$ cat config.mk
export PLATFORM = sky130hd
export DESIGN_NAME = cpu_bus_top
export DESIGN_NICKNAME = d
export VERILOG_FILES = /design/src/bus_pkg.sv /design/src/bus_arbiter.sv /design/src/clint.sv /design/src/cpu_bus_top.sv
export SDC_FILE = /design/constraint.sdc
export NUM_CORES = 1
export LEC_CHECK = 0
export BUFFER_PORTS_ARGS = -buffer_cell sky130_fd_sc_hd__buf_2
export CAP_MARGIN = 20
export CORE_MARGIN = 2
export CORE_UTILIZATION = 30
export CTS_CLUSTER_DIAMETER = 50
export DETAILED_ROUTE_END_ITERATION = 6
export PLACE_DENSITY = 0.53
export SYNTH_ARGS = -nofsm -noshare
export SYNTH_HDL_FRONTEND = slang
export SYNTH_SLANG_ARGS = --single-unit
$ cat constraint.sdc
create_clock -name clock -period 3.5 [get_ports clock]
set_clock_uncertainty 0.1 [all_clocks]
set_input_delay 0.7 -clock clock [delete_from_list [all_inputs] [get_ports clock]]
set_output_delay 0.7 -clock clock [all_outputs]
set_load 0.02 [all_outputs]
$ cat src/bus_pkg.sv
`default_nettype none

package bus_pkg;

  typedef logic [31:0] addr_t;
  typedef logic [31:0] data_t;
  typedef logic [3:0]  strb_t;

  // encodings follow the AXI response field.
  typedef enum logic [1:0] {
    okay   = 2'b00,
    exokay = 2'b01,
    slverr = 2'b10,
    decerr = 2'b11
  } resp_t;

  typedef enum logic [2:0] {
    idle       = 3'd0,
    read_ext   = 3'd1,
    read_clint = 3'd2,
    write_ext  = 3'd3,
    write_err  = 3'd4
  } arb_state_t;

  // the machine timer is readable as two 32-bit words.
  localparam addr_t clint_mtime_lo_addr = 32'ha000_0048;
  localparam addr_t clint_mtime_hi_addr = 32'ha000_004c;

endpackage

`default_nettype wire

$ cat src/bus_arbiter.sv
`timescale 1ns/1ps
`default_nettype none

module bus_arbiter (
  input  wire             clock,
  input  wire             reset,

  // master 0 read channel.
  input  wire bus_pkg::addr_t araddr_0,
  input  wire             arvalid_0,
  output logic            arready_0,
  input  wire             rready_0,
  output bus_pkg::data_t  rdata_0,
  output bus_pkg::resp_t  rresp_0,
  output logic            rvalid_0,

  // master 1 read channel.
  input  wire bus_pkg::addr_t araddr_1,
  input  wire             arvalid_1,
  output logic            arready_1,
  input  wire             rready_1,
  output bus_pkg::data_t  rdata_1,
  output bus_pkg::resp_t  rresp_1,
  output logic            rvalid_1,

  // master 1 write channels.
  input  wire bus_pkg::addr_t awaddr_1,
  input  wire             awvalid_1,
  output logic            awready_1,
  input  wire bus_pkg::data_t wdata_1,
  input  wire bus_pkg::strb_t wstrb_1,
  input  wire             wvalid_1,
  output logic            wready_1,
  input  wire             bready_1,
  output bus_pkg::resp_t  bresp_1,
  output logic            bvalid_1,

  // clint read port.
  output bus_pkg::addr_t  clint_araddr,
  output logic            clint_arvalid,
  input  wire             clint_arready,
  output logic            clint_rready,
  input  wire bus_pkg::data_t clint_rdata,
  input  wire bus_pkg::resp_t clint_rresp,
  input  wire             clint_rvalid,

  // external memory port.
  output bus_pkg::addr_t  ext_araddr,
  output logic            ext_arvalid,
  input  wire             ext_arready,
  output logic            ext_rready,
  input  wire bus_pkg::data_t ext_rdata,
  input  wire bus_pkg::resp_t ext_rresp,
  input  wire             ext_rvalid,
  output bus_pkg::addr_t  ext_awaddr,
  output logic            ext_awvalid,
  input  wire             ext_awready,
  output bus_pkg::data_t  ext_wdata,
  output bus_pkg::strb_t  ext_wstrb,
  output logic            ext_wvalid,
  input  wire             ext_wready,
  output logic            ext_bready,
  input  wire bus_pkg::resp_t ext_bresp,
  input  wire             ext_bvalid
);

  import bus_pkg::*;

  arb_state_t state;
  logic       grant_1; // master 1 owns the current read.
  logic       ar_done;
  logic       aw_done;
  logic       w_done;

  // granted read channel, before it is steered to a target.
  addr_t      m_araddr;
  logic       m_arvalid;
  logic       m_rready;
  logic       m_ar_fire;
  logic       m_r_fire;
  logic       m_b_fire;

  function automatic logic is_timer(input addr_t addr);
    return (addr == clint_mtime_lo_addr) || (addr == clint_mtime_hi_addr);
  endfunction

  assign m_araddr  = grant_1 ? araddr_1 : araddr_0;
  assign m_arvalid = (grant_1 ? arvalid_1 : arvalid_0) && !ar_done; // one ar per grant.
  assign m_rready  = grant_1 ? rready_1 : rready_0;

  assign m_ar_fire = grant_1 ? (arvalid_1 && arready_1) : (arvalid_0 && arready_0);
  assign m_r_fire  = grant_1 ? (rvalid_1 && rready_1) : (rvalid_0 && rready_0);
  assign m_b_fire  = bvalid_1 && bready_1;

  always_ff @(posedge clock) begin
    if (reset) begin
      state   <= idle;
      grant_1 <= 1'b0;
    end else begin
      case (state)
        idle: begin
          if (arvalid_0) begin
            grant_1 <= 1'b0;
            state   <= is_timer(araddr_0) ? read_clint : read_ext;
          end else if (arvalid_1) begin
            grant_1 <= 1'b1;
            state   <= is_timer(araddr_1) ? read_clint : read_ext;
          end else if (awvalid_1) begin
            grant_1 <= 1'b1;
            state   <= is_timer(awaddr_1) ? write_err : write_ext;
          end
        end
        read_ext, read_clint: begin
          if (m_r_fire) begin
            state <= idle;
          end
        end
        write_ext, write_err: begin
          if (m_b_fire) begin
            state <= idle;
          end
        end
        default: begin
          state <= idle;
        end
      endcase
    end
  end

  // per-channel progress inside one grant.
  always_ff @(posedge clock) begin
    if (reset || state == idle) begin
      ar_done <= 1'b0;
      aw_done <= 1'b0;
      w_done  <= 1'b0;
    end else begin
      if (m_ar_fire) begin
        ar_done <= 1'b1;
      end
      if (awvalid_1 && awready_1) begin
        aw_done <= 1'b1;
      end
      if (wvalid_1 && wready_1) begin
        w_done <= 1'b1;
      end
    end
  end

  always_comb begin
    arready_0     = 1'b0;
    rdata_0       = '0;
    rresp_0       = okay;
    rvalid_0      = 1'b0;
    arready_1     = 1'b0;
    rdata_1       = '0;
    rresp_1       = okay;
    rvalid_1      = 1'b0;
    awready_1     = 1'b0;
    wready_1      = 1'b0;
    bresp_1       = okay;
    bvalid_1      = 1'b0;
    clint_araddr  = '0;
    clint_arvalid = 1'b0;
    clint_rready  = 1'b0;
    ext_araddr    = '0;
    ext_arvalid   = 1'b0;
    ext_rready    = 1'b0;
    ext_awaddr    = '0;
    ext_awvalid   = 1'b0;
    ext_wdata     = '0;
    ext_wstrb     = '0;
    ext_wvalid    = 1'b0;
    ext_bready    = 1'b0;
    case (state)
      read_ext: begin
        ext_araddr  = m_araddr;
        ext_arvalid = m_arvalid;
        ext_rready  = m_rready;
        if (grant_1) begin
          arready_1 = ext_arready && !ar_done;
          rdata_1   = ext_rdata;
          rresp_1   = ext_rresp;
          rvalid_1  = ext_rvalid;
        end else begin
          arready_0 = ext_arready && !ar_done;
          rdata_0   = ext_rdata;
          rresp_0   = ext_rresp;
          rvalid_0  = ext_rvalid;
        end
      end
      read_clint: begin
        clint_araddr  = m_araddr;
        clint_arvalid = m_arvalid;
        clint_rready  = m_rready;
        if (grant_1) begin
          arready_1 = clint_arready && !ar_done;
          rdata_1   = clint_rdata;
          rresp_1   = clint_rresp;
          rvalid_1  = clint_rvalid;
        end else begin
          arready_0 = clint_arready && !ar_done;
          rdata_0   = clint_rdata;
          rresp_0   = clint_rresp;
          rvalid_0  = clint_rvalid;
        end
      end
      write_ext: begin
        ext_awaddr  = awaddr_1;
        ext_awvalid = awvalid_1 && !aw_done;
        awready_1   = ext_awready && !aw_done;
        ext_wdata   = wdata_1;
        ext_wstrb   = wstrb_1;
        ext_wvalid  = wvalid_1 && !w_done;
        wready_1    = ext_wready && !w_done;
        ext_bready  = bready_1;
        bresp_1     = ext_bresp;
        bvalid_1    = ext_bvalid;
      end
      write_err: begin
        awready_1 = !aw_done;
        wready_1  = !w_done;
        bresp_1   = slverr;
        bvalid_1  = aw_done && w_done; // the cycle after the later of aw and w.
      end
      default: begin
      end
    endcase
  end

  property p_one_read_target;
    @(posedge clock) disable iff (reset)
      !(ext_arvalid && clint_arvalid);
  endproperty

  a_one_read_target: assert property (p_one_read_target)
    else $error("read issued to the external port and the clint at once.");

  property p_idle_quiet;
    @(posedge clock) disable iff (reset)
      (state == idle) |-> !(arready_0 || rvalid_0 || arready_1 || rvalid_1 ||
                            awready_1 || wready_1 || bvalid_1);
  endproperty

  a_idle_quiet: assert property (p_idle_quiet)
    else $error("master handshake signal active while idle.");

endmodule

`default_nettype wire

$ cat src/clint.sv
`timescale 1ns/1ps
`default_nettype none

module clint (
  input  wire             clock,
  input  wire             reset,

  input  wire bus_pkg::addr_t araddr,
  input  wire             arvalid,
  output logic            arready,

  input  wire             rready,
  output bus_pkg::data_t  rdata,
  output bus_pkg::resp_t  rresp,
  output logic            rvalid
);

  import bus_pkg::*;

  logic [63:0] mtime;
  logic        ar_fire;
  logic        r_fire;

  assign ar_fire = arvalid && arready;
  assign r_fire  = rvalid && rready;

  always_ff @(posedge clock) begin
    if (reset) begin
      mtime <= '0;
    end else begin
      mtime <= mtime + 64'd1; // counts every cycle with no prescaler.
    end
  end

  // arready comes up on the first cycle out of reset and drops while a
  // response is waiting.
  always_ff @(posedge clock) begin
    if (reset) begin
      arready <= 1'b0;
      rvalid  <= 1'b0;
    end else if (ar_fire) begin
      arready <= 1'b0;
      rvalid  <= 1'b1;
    end else if (r_fire) begin
      arready <= 1'b1;
      rvalid  <= 1'b0;
    end else if (!rvalid) begin
      arready <= 1'b1;
    end
  end

  always_ff @(posedge clock) begin
    if (ar_fire) begin
      if (araddr == clint_mtime_lo_addr) begin
        rdata <= mtime[31:0];
        rresp <= okay;
      end else if (araddr == clint_mtime_hi_addr) begin
        rdata <= mtime[63:32];
        rresp <= okay;
      end else begin
        rdata <= '0; // nothing else lives in the window.
        rresp <= slverr;
      end
    end
  end

  property p_rsp_hold;
    @(posedge clock) disable iff (reset)
      (rvalid && !rready) |=> (rvalid && $stable(rdata) && $stable(rresp));
  endproperty

  a_rsp_hold: assert property (p_rsp_hold)
    else $error("clint read response changed before rready.");

endmodule

`default_nettype wire

$ cat src/cpu_bus_top.sv
`timescale 1ns/1ps
`default_nettype none

module cpu_bus_top (
  input  wire             clock,
  input  wire             reset,

  input  wire bus_pkg::addr_t araddr_0,
  input  wire             arvalid_0,
  output logic            arready_0,
  input  wire             rready_0,
  output bus_pkg::data_t  rdata_0,
  output bus_pkg::resp_t  rresp_0,
  output logic            rvalid_0,

  input  wire bus_pkg::addr_t araddr_1,
  input  wire             arvalid_1,
  output logic            arready_1,
  input  wire             rready_1,
  output bus_pkg::data_t  rdata_1,
  output bus_pkg::resp_t  rresp_1,
  output logic            rvalid_1,

  input  wire bus_pkg::addr_t awaddr_1,
  input  wire             awvalid_1,
  output logic            awready_1,
  input  wire bus_pkg::data_t wdata_1,
  input  wire bus_pkg::strb_t wstrb_1,
  input  wire             wvalid_1,
  output logic            wready_1,
  input  wire             bready_1,
  output bus_pkg::resp_t  bresp_1,
  output logic            bvalid_1,

  output bus_pkg::addr_t  ext_araddr,
  output logic            ext_arvalid,
  input  wire             ext_arready,
  output logic            ext_rready,
  input  wire bus_pkg::data_t ext_rdata,
  input  wire bus_pkg::resp_t ext_rresp,
  input  wire             ext_rvalid,
  output bus_pkg::addr_t  ext_awaddr,
  output logic            ext_awvalid,
  input  wire             ext_awready,
  output bus_pkg::data_t  ext_wdata,
  output bus_pkg::strb_t  ext_wstrb,
  output logic            ext_wvalid,
  input  wire             ext_wready,
  output logic            ext_bready,
  input  wire bus_pkg::resp_t ext_bresp,
  input  wire             ext_bvalid
);

  import bus_pkg::*;

  wire addr_t clint_araddr;
  wire        clint_arvalid;
  wire        clint_arready;
  wire        clint_rready;
  wire data_t clint_rdata;
  wire resp_t clint_rresp;
  wire        clint_rvalid;

  bus_arbiter u_arbiter (
    .clock        (clock),
    .reset        (reset),
    .araddr_0     (araddr_0),
    .arvalid_0    (arvalid_0),
    .arready_0    (arready_0),
    .rready_0     (rready_0),
    .rdata_0      (rdata_0),
    .rresp_0      (rresp_0),
    .rvalid_0     (rvalid_0),
    .araddr_1     (araddr_1),
    .arvalid_1    (arvalid_1),
    .arready_1    (arready_1),
    .rready_1     (rready_1),
    .rdata_1      (rdata_1),
    .rresp_1      (rresp_1),
    .rvalid_1     (rvalid_1),
    .awaddr_1     (awaddr_1),
    .awvalid_1    (awvalid_1),
    .awready_1    (awready_1),
    .wdata_1      (wdata_1),
    .wstrb_1      (wstrb_1),
    .wvalid_1     (wvalid_1),
    .wready_1     (wready_1),
    .bready_1     (bready_1),
    .bresp_1      (bresp_1),
    .bvalid_1     (bvalid_1),
    .clint_araddr (clint_araddr),
    .clint_arvalid(clint_arvalid),
    .clint_arready(clint_arready),
    .clint_rready (clint_rready),
    .clint_rdata  (clint_rdata),
    .clint_rresp  (clint_rresp),
    .clint_rvalid (clint_rvalid),
    .ext_araddr   (ext_araddr),
    .ext_arvalid  (ext_arvalid),
    .ext_arready  (ext_arready),
    .ext_rready   (ext_rready),
    .ext_rdata    (ext_rdata),
    .ext_rresp    (ext_rresp),
    .ext_rvalid   (ext_rvalid),
    .ext_awaddr   (ext_awaddr),
    .ext_awvalid  (ext_awvalid),
    .ext_awready  (ext_awready),
    .ext_wdata    (ext_wdata),
    .ext_wstrb    (ext_wstrb),
    .ext_wvalid   (ext_wvalid),
    .ext_wready   (ext_wready),
    .ext_bready   (ext_bready),
    .ext_bresp    (ext_bresp),
    .ext_bvalid   (ext_bvalid)
  );

  // the timer sits beside the arbiter and only sees reads.
  clint u_clint (
    .clock  (clock),
    .reset  (reset),
    .araddr (clint_araddr),
    .arvalid(clint_arvalid),
    .arready(clint_arready),
    .rready (clint_rready),
    .rdata  (clint_rdata),
    .rresp  (clint_rresp),
    .rvalid (clint_rvalid)
  );

endmodule

`default_nettype wire

==> summary.json <==
{
  "status": {
    "outcome": "completed"
  },
  "floorplanning": {
    "design.core.area_sq_um": 22000,
    "die_area_sq_um": 23800,
    "floorplan.rows": 54,
    "num_io_pins": 364,
    "chipHeight_um": 154,
    "start_util": 0.308,
    "die_w_um": 154
  },
  "sta": {
    "worst_slew_margin_rel": 0.481,
    "period_share": 0.876,
    "finalWorstPathRequiredPeriod_ns": 3.07,
    "timing_max_transition_violations_final": 0,
    "unrepaired_setup_endpoints_after_global_routing": "false",
    "timing.setup.tns_ns": 0,
    "setup_viol_count_final": 0,
    "finalHoldViolations": 0,
    "achievable-frequency_ghz": 0.326,
    "worst-slew-pin-transition_ns": 0.772,
    "final_critical_path_setup_slack_ns": 0.434
  },
  "power_and_ir_drop": {
    "p_comb_frac": 0.269,
    "clockPowerShare": 0.313,
    "p_per_area_nw_per_um2": 339,
    "vdd_drop_max_mv": 0.221,
    "power_switching_share": 0.330,
    "total_switching_power_mw": 1.02,
    "total_leakage_power_nw": 4.05,
    "internal_power_mw": 2.08,
    "power.share.sequential": 0.418
  },
  "synthesis": {
    "synth-compound-area-share": 0.134,
    "synthSimpleGateAreaFrac": 0.374,
    "seq_area_frac_synth": 0.363,
    "async_reset_ff_frac": 0,
    "synth.distinct_cells": 51,
    "ys_seq_elements": 106,
    "synth_edf_count": 33,
    "synth.avg_cell_area_sq_um": 7.75,
    "postSynthNetCount": 1056,
    "post_synth_adder_cell_area": 0.00185,
    "dominantRegCellSynth": "sky130_fd_sc_hd__dfxtp_1",
    "yosys_warnings": 0,
    "synth_top_family_by_area": "simple AND/OR/NAND/NOR gates",
    "syn_std_cell_area_sq_um": 6760,
    "syn_inst": 873,
    "synthesized_area_fraction_occupied_by_xor_and_xnor_cells": 0.0363,
    "yosys-mux-area-fraction": 0.0535
  },
  "cts": {
    "numClockSinks": 106,
    "post_cts.repair.setup_buffers": 0,
    "clkLatencyLatePin_ns": 0.35,
    "post_cts_resized": 0,
    "max-clock-path-buffers": 2,
    "ctsRootBufferMaster": "sky130_fd_sc_hd__clkbuf_16",
    "clk_pin_slew_worst_setup_hold_paths_ns": 0.07,
    "tritoncts": "done",
    "cts_htree_levels": 3,
    "cts_hold_buf": 0,
    "cts_made_buffers": 9
  },
  "detailed_routing": {
    "remaining_drc_errors": 0,
    "detailroute.via_count": 7792,
    "drt_first_iter_violations": 940,
    "drt_pass1_iterations": 5,
    "drt_wl_total_mm": 30.5,
    "drt-wirelength-per-cell_um": 20.4,
    "post_drt_via_cell_ratio": 5.21,
    "ant_nets": 0
  },
  "placement": {
    "io_buffers": 363,
    "pre_cts_ws_ns": 0.836,
    "hpwl_mm": 24.5,
    "place_congestion": 0.944
  },
  "worst_setup_path": {
    "worst-r2r-cell-count": 5,
    "timing.critical_path.to_type": "output pin",
    "worst_ep_arrival_time_ns": 2.27,
    "crit_type": "reg -> out",
    "critical_path.startpoint_type": "register",
    "timing.critical_path.required_ns": 2.70,
    "timing.reg2reg.setup_slack_ns": 0.85,
    "worstReg2RegEnd": "u_clint.mtime[61]",
    "r2r_start": "u_clint.mtime[3]",
    "cp_max_fanout": 55
  },
  "global_routing": {
    "wire_length_of_the_first_global_routing_pass_mm": 44.3,
    "antenna_found_initial": 4,
    "pin_count_of_the_biggest_net_entering_global_routing": 69,
    "grt_overflow": 0,
    "first_global_vias": 7237,
    "grt.total_usage": 0.247
  },
  "min_path": {
    "min_from": "u_clint.mtime[63]",
    "worstHoldPathCells": 2,
    "worstHoldPathType": "reg -> reg",
    "hold_path_end": "u_clint.mtime[63]"
  },
  "cells_and_area": {
    "layout.nets": 1391,
    "multiInputGateArea_sq_um": 4090,
    "area_growth_syn_to_layout_pct": 35.7,
    "post_route_cells_drive_above_1_share": 0.345,
    "ff_latch_area_sq_um": 2460,
    "fillers": 2302
  },
  "flow_run": {
    "max_cap_violations": 0
  }
}
==> area by class of cell <==
class | instances | share of cell area
Clock inverter | 1 | 0.000954
Clock buffer | 15 | 0.0292
Tap cell | 280 | 0.0382
Sequential cell | 106 | 0.268
Timing Repair Buffer | 379 | 0.214
Antenna cell | 2 | 0.000545
Inverter | 10 | 0.00409
Multi-Input combinational cell | 702 | 0.446
==> cell usage in the layout, fill, tap and decap left out, drive strengths merged, types with 2 or more instances in the layout <==
cell and n:
nor3b 5, nor2 153, or3 32, inv 10
nand3 28, a22oi 34, and3b 3, nor4 21
and2 74, diode 2, dfxtp 73, xor2 18
and4 2, or4 5, nor3 14, edfxtp 33
nor4b 8, clkbuf 15, and3 6, or2 4
o211ai 2, xnor2 10, o31ai 4, buf 379
nand4 33, nand2 89, o21ai 34, a21oi 76
mux2i 35
==> through the flow <==
stage / cells / power, mW / util / hold WS (ns) / instance area (sq um)
2_1_floorplan: 873 / 1.78 / - / 0.352 / 6760
3_3_place_gp: 1477 / 2.16 / 0.405 / 0.377 / 8890
3_5_place_dp: 1477 / 2.16 / 0.405 / 0.385 / 8890
4_1_cts: 1493 / 3.12 / 0.418 / 0.395 / 9170
5_1_grt: 1493 / 3.23 / 0.418 / 0.418 / 9170
6_report: 1495 / 3.11 / 0.418 / 0.395 / 9180
==> metal layers <==
metal  global-route usage  up-vias  share of wire
met2                0.368      311           0.43
met4               0.0614        0          0.017
met3               0.0786       35          0.093
met5                    0        -              0
li1                     -     3769              -
met1                0.345     3677           0.46
==> critical path: stages, from the launching register on <==
cell                      delay [ns]
sky130_fd_sc_hd__dfxtp_1        0.55
sky130_fd_sc_hd__and3b_2        0.51
sky130_fd_sc_hd__buf_12         0.25
sky130_fd_sc_hd__and2_1         0.32
sky130_fd_sc_hd__buf_2          0.23
==> logic make-up (layout without fill, tap and decap cells) <==
logic type	Yosys count	after routing
AND/OR/NAND/NOR	480	480
AO/OA/AOI/OAI	157	157
flip-flops	106	106
buffers and inverters	65	405
multiplexers	36	36
XOR/XNOR	28	28
adder cells (fa/ha/maj)	1	1
other	0	2
==> synthesized netlist by cell type (2+ instances only) <==
cell type	count	area [sq um]
sky130_fd_sc_hd__a21oi_1	76	380
sky130_fd_sc_hd__a22oi_1	34	255
sky130_fd_sc_hd__and2_1	74	463
sky130_fd_sc_hd__and3_1	6	37.5
sky130_fd_sc_hd__and3b_1	3	26.3
sky130_fd_sc_hd__and4_1	2	17.5
sky130_fd_sc_hd__buf_1	3	11.3
sky130_fd_sc_hd__buf_2	2	10.0
sky130_fd_sc_hd__clkbuf_1	49	184
sky130_fd_sc_hd__dfxtp_1	73	1460
sky130_fd_sc_hd__edfxtp_1	33	991
sky130_fd_sc_hd__inv_1	9	33.8
sky130_fd_sc_hd__mux2i_1	35	350
sky130_fd_sc_hd__nand2_1	89	334
sky130_fd_sc_hd__nand3_1	25	125
sky130_fd_sc_hd__nand3_2	3	30.0
sky130_fd_sc_hd__nand4_1	28	175
sky130_fd_sc_hd__nand4_2	3	37.5
sky130_fd_sc_hd__nand4_4	2	42.5
sky130_fd_sc_hd__nor2_1	153	574
sky130_fd_sc_hd__nor3_1	13	65.1
sky130_fd_sc_hd__nor3b_1	4	30.0
sky130_fd_sc_hd__nor4_1	15	93.8
sky130_fd_sc_hd__nor4_2	3	37.5
sky130_fd_sc_hd__nor4_4	3	63.8
sky130_fd_sc_hd__nor4b_1	8	70.1
sky130_fd_sc_hd__o211ai_1	2	15.0
sky130_fd_sc_hd__o21ai_0	33	165
sky130_fd_sc_hd__o31ai_1	4	30.0
sky130_fd_sc_hd__or2_2	4	25.0
sky130_fd_sc_hd__or3_1	32	200
sky130_fd_sc_hd__or4_1	5	37.5
sky130_fd_sc_hd__xnor2_1	10	87.6
sky130_fd_sc_hd__xor2_1	18	158
==> worst max-delay path by stage <==
stage,startpoint,end,cells after the start
after CTS,u_arbiter.state[1],rdata_0[11],5
after floorplan,u_arbiter.state[0],rdata_0[10],5
after global routing,u_arbiter.state[0],rresp_0[0],4
after detailed placement,u_arbiter.state[1],rdata_0[11],5
after global placement,u_arbiter.state[1],rdata_0[11],5
final,u_arbiter.state[1],ext_wdata[23],4
==> flip-flops by register name (all words and copies together) (netlist names) <==
signal             cells
u_clint.rresp          1
u_clint.arready        1
u_arbiter.state        3
u_clint.rvalid         1
u_arbiter.w_done       1
u_clint.mtime         64
u_arbiter.grant_1      1
u_arbiter.aw_done      1
u_clint.rdata         32
u_arbiter.ar_done      1
==> power by group through the flow <==
stage / Clock, mW / Combinational [mW] / Sequential (mW)
final: 0.972 / 0.836 / 1.30
after global routing: 1.04 / 0.895 / 1.30
after CTS: 0.990 / 0.831 / 1.30
after detailed placement: 0 / 0.829 / 1.33
after global placement: 0 / 0.832 / 1.33
after floorplan: 0 / 0.480 / 1.30
No activity file was read; power rests on OpenSTA's default activity.
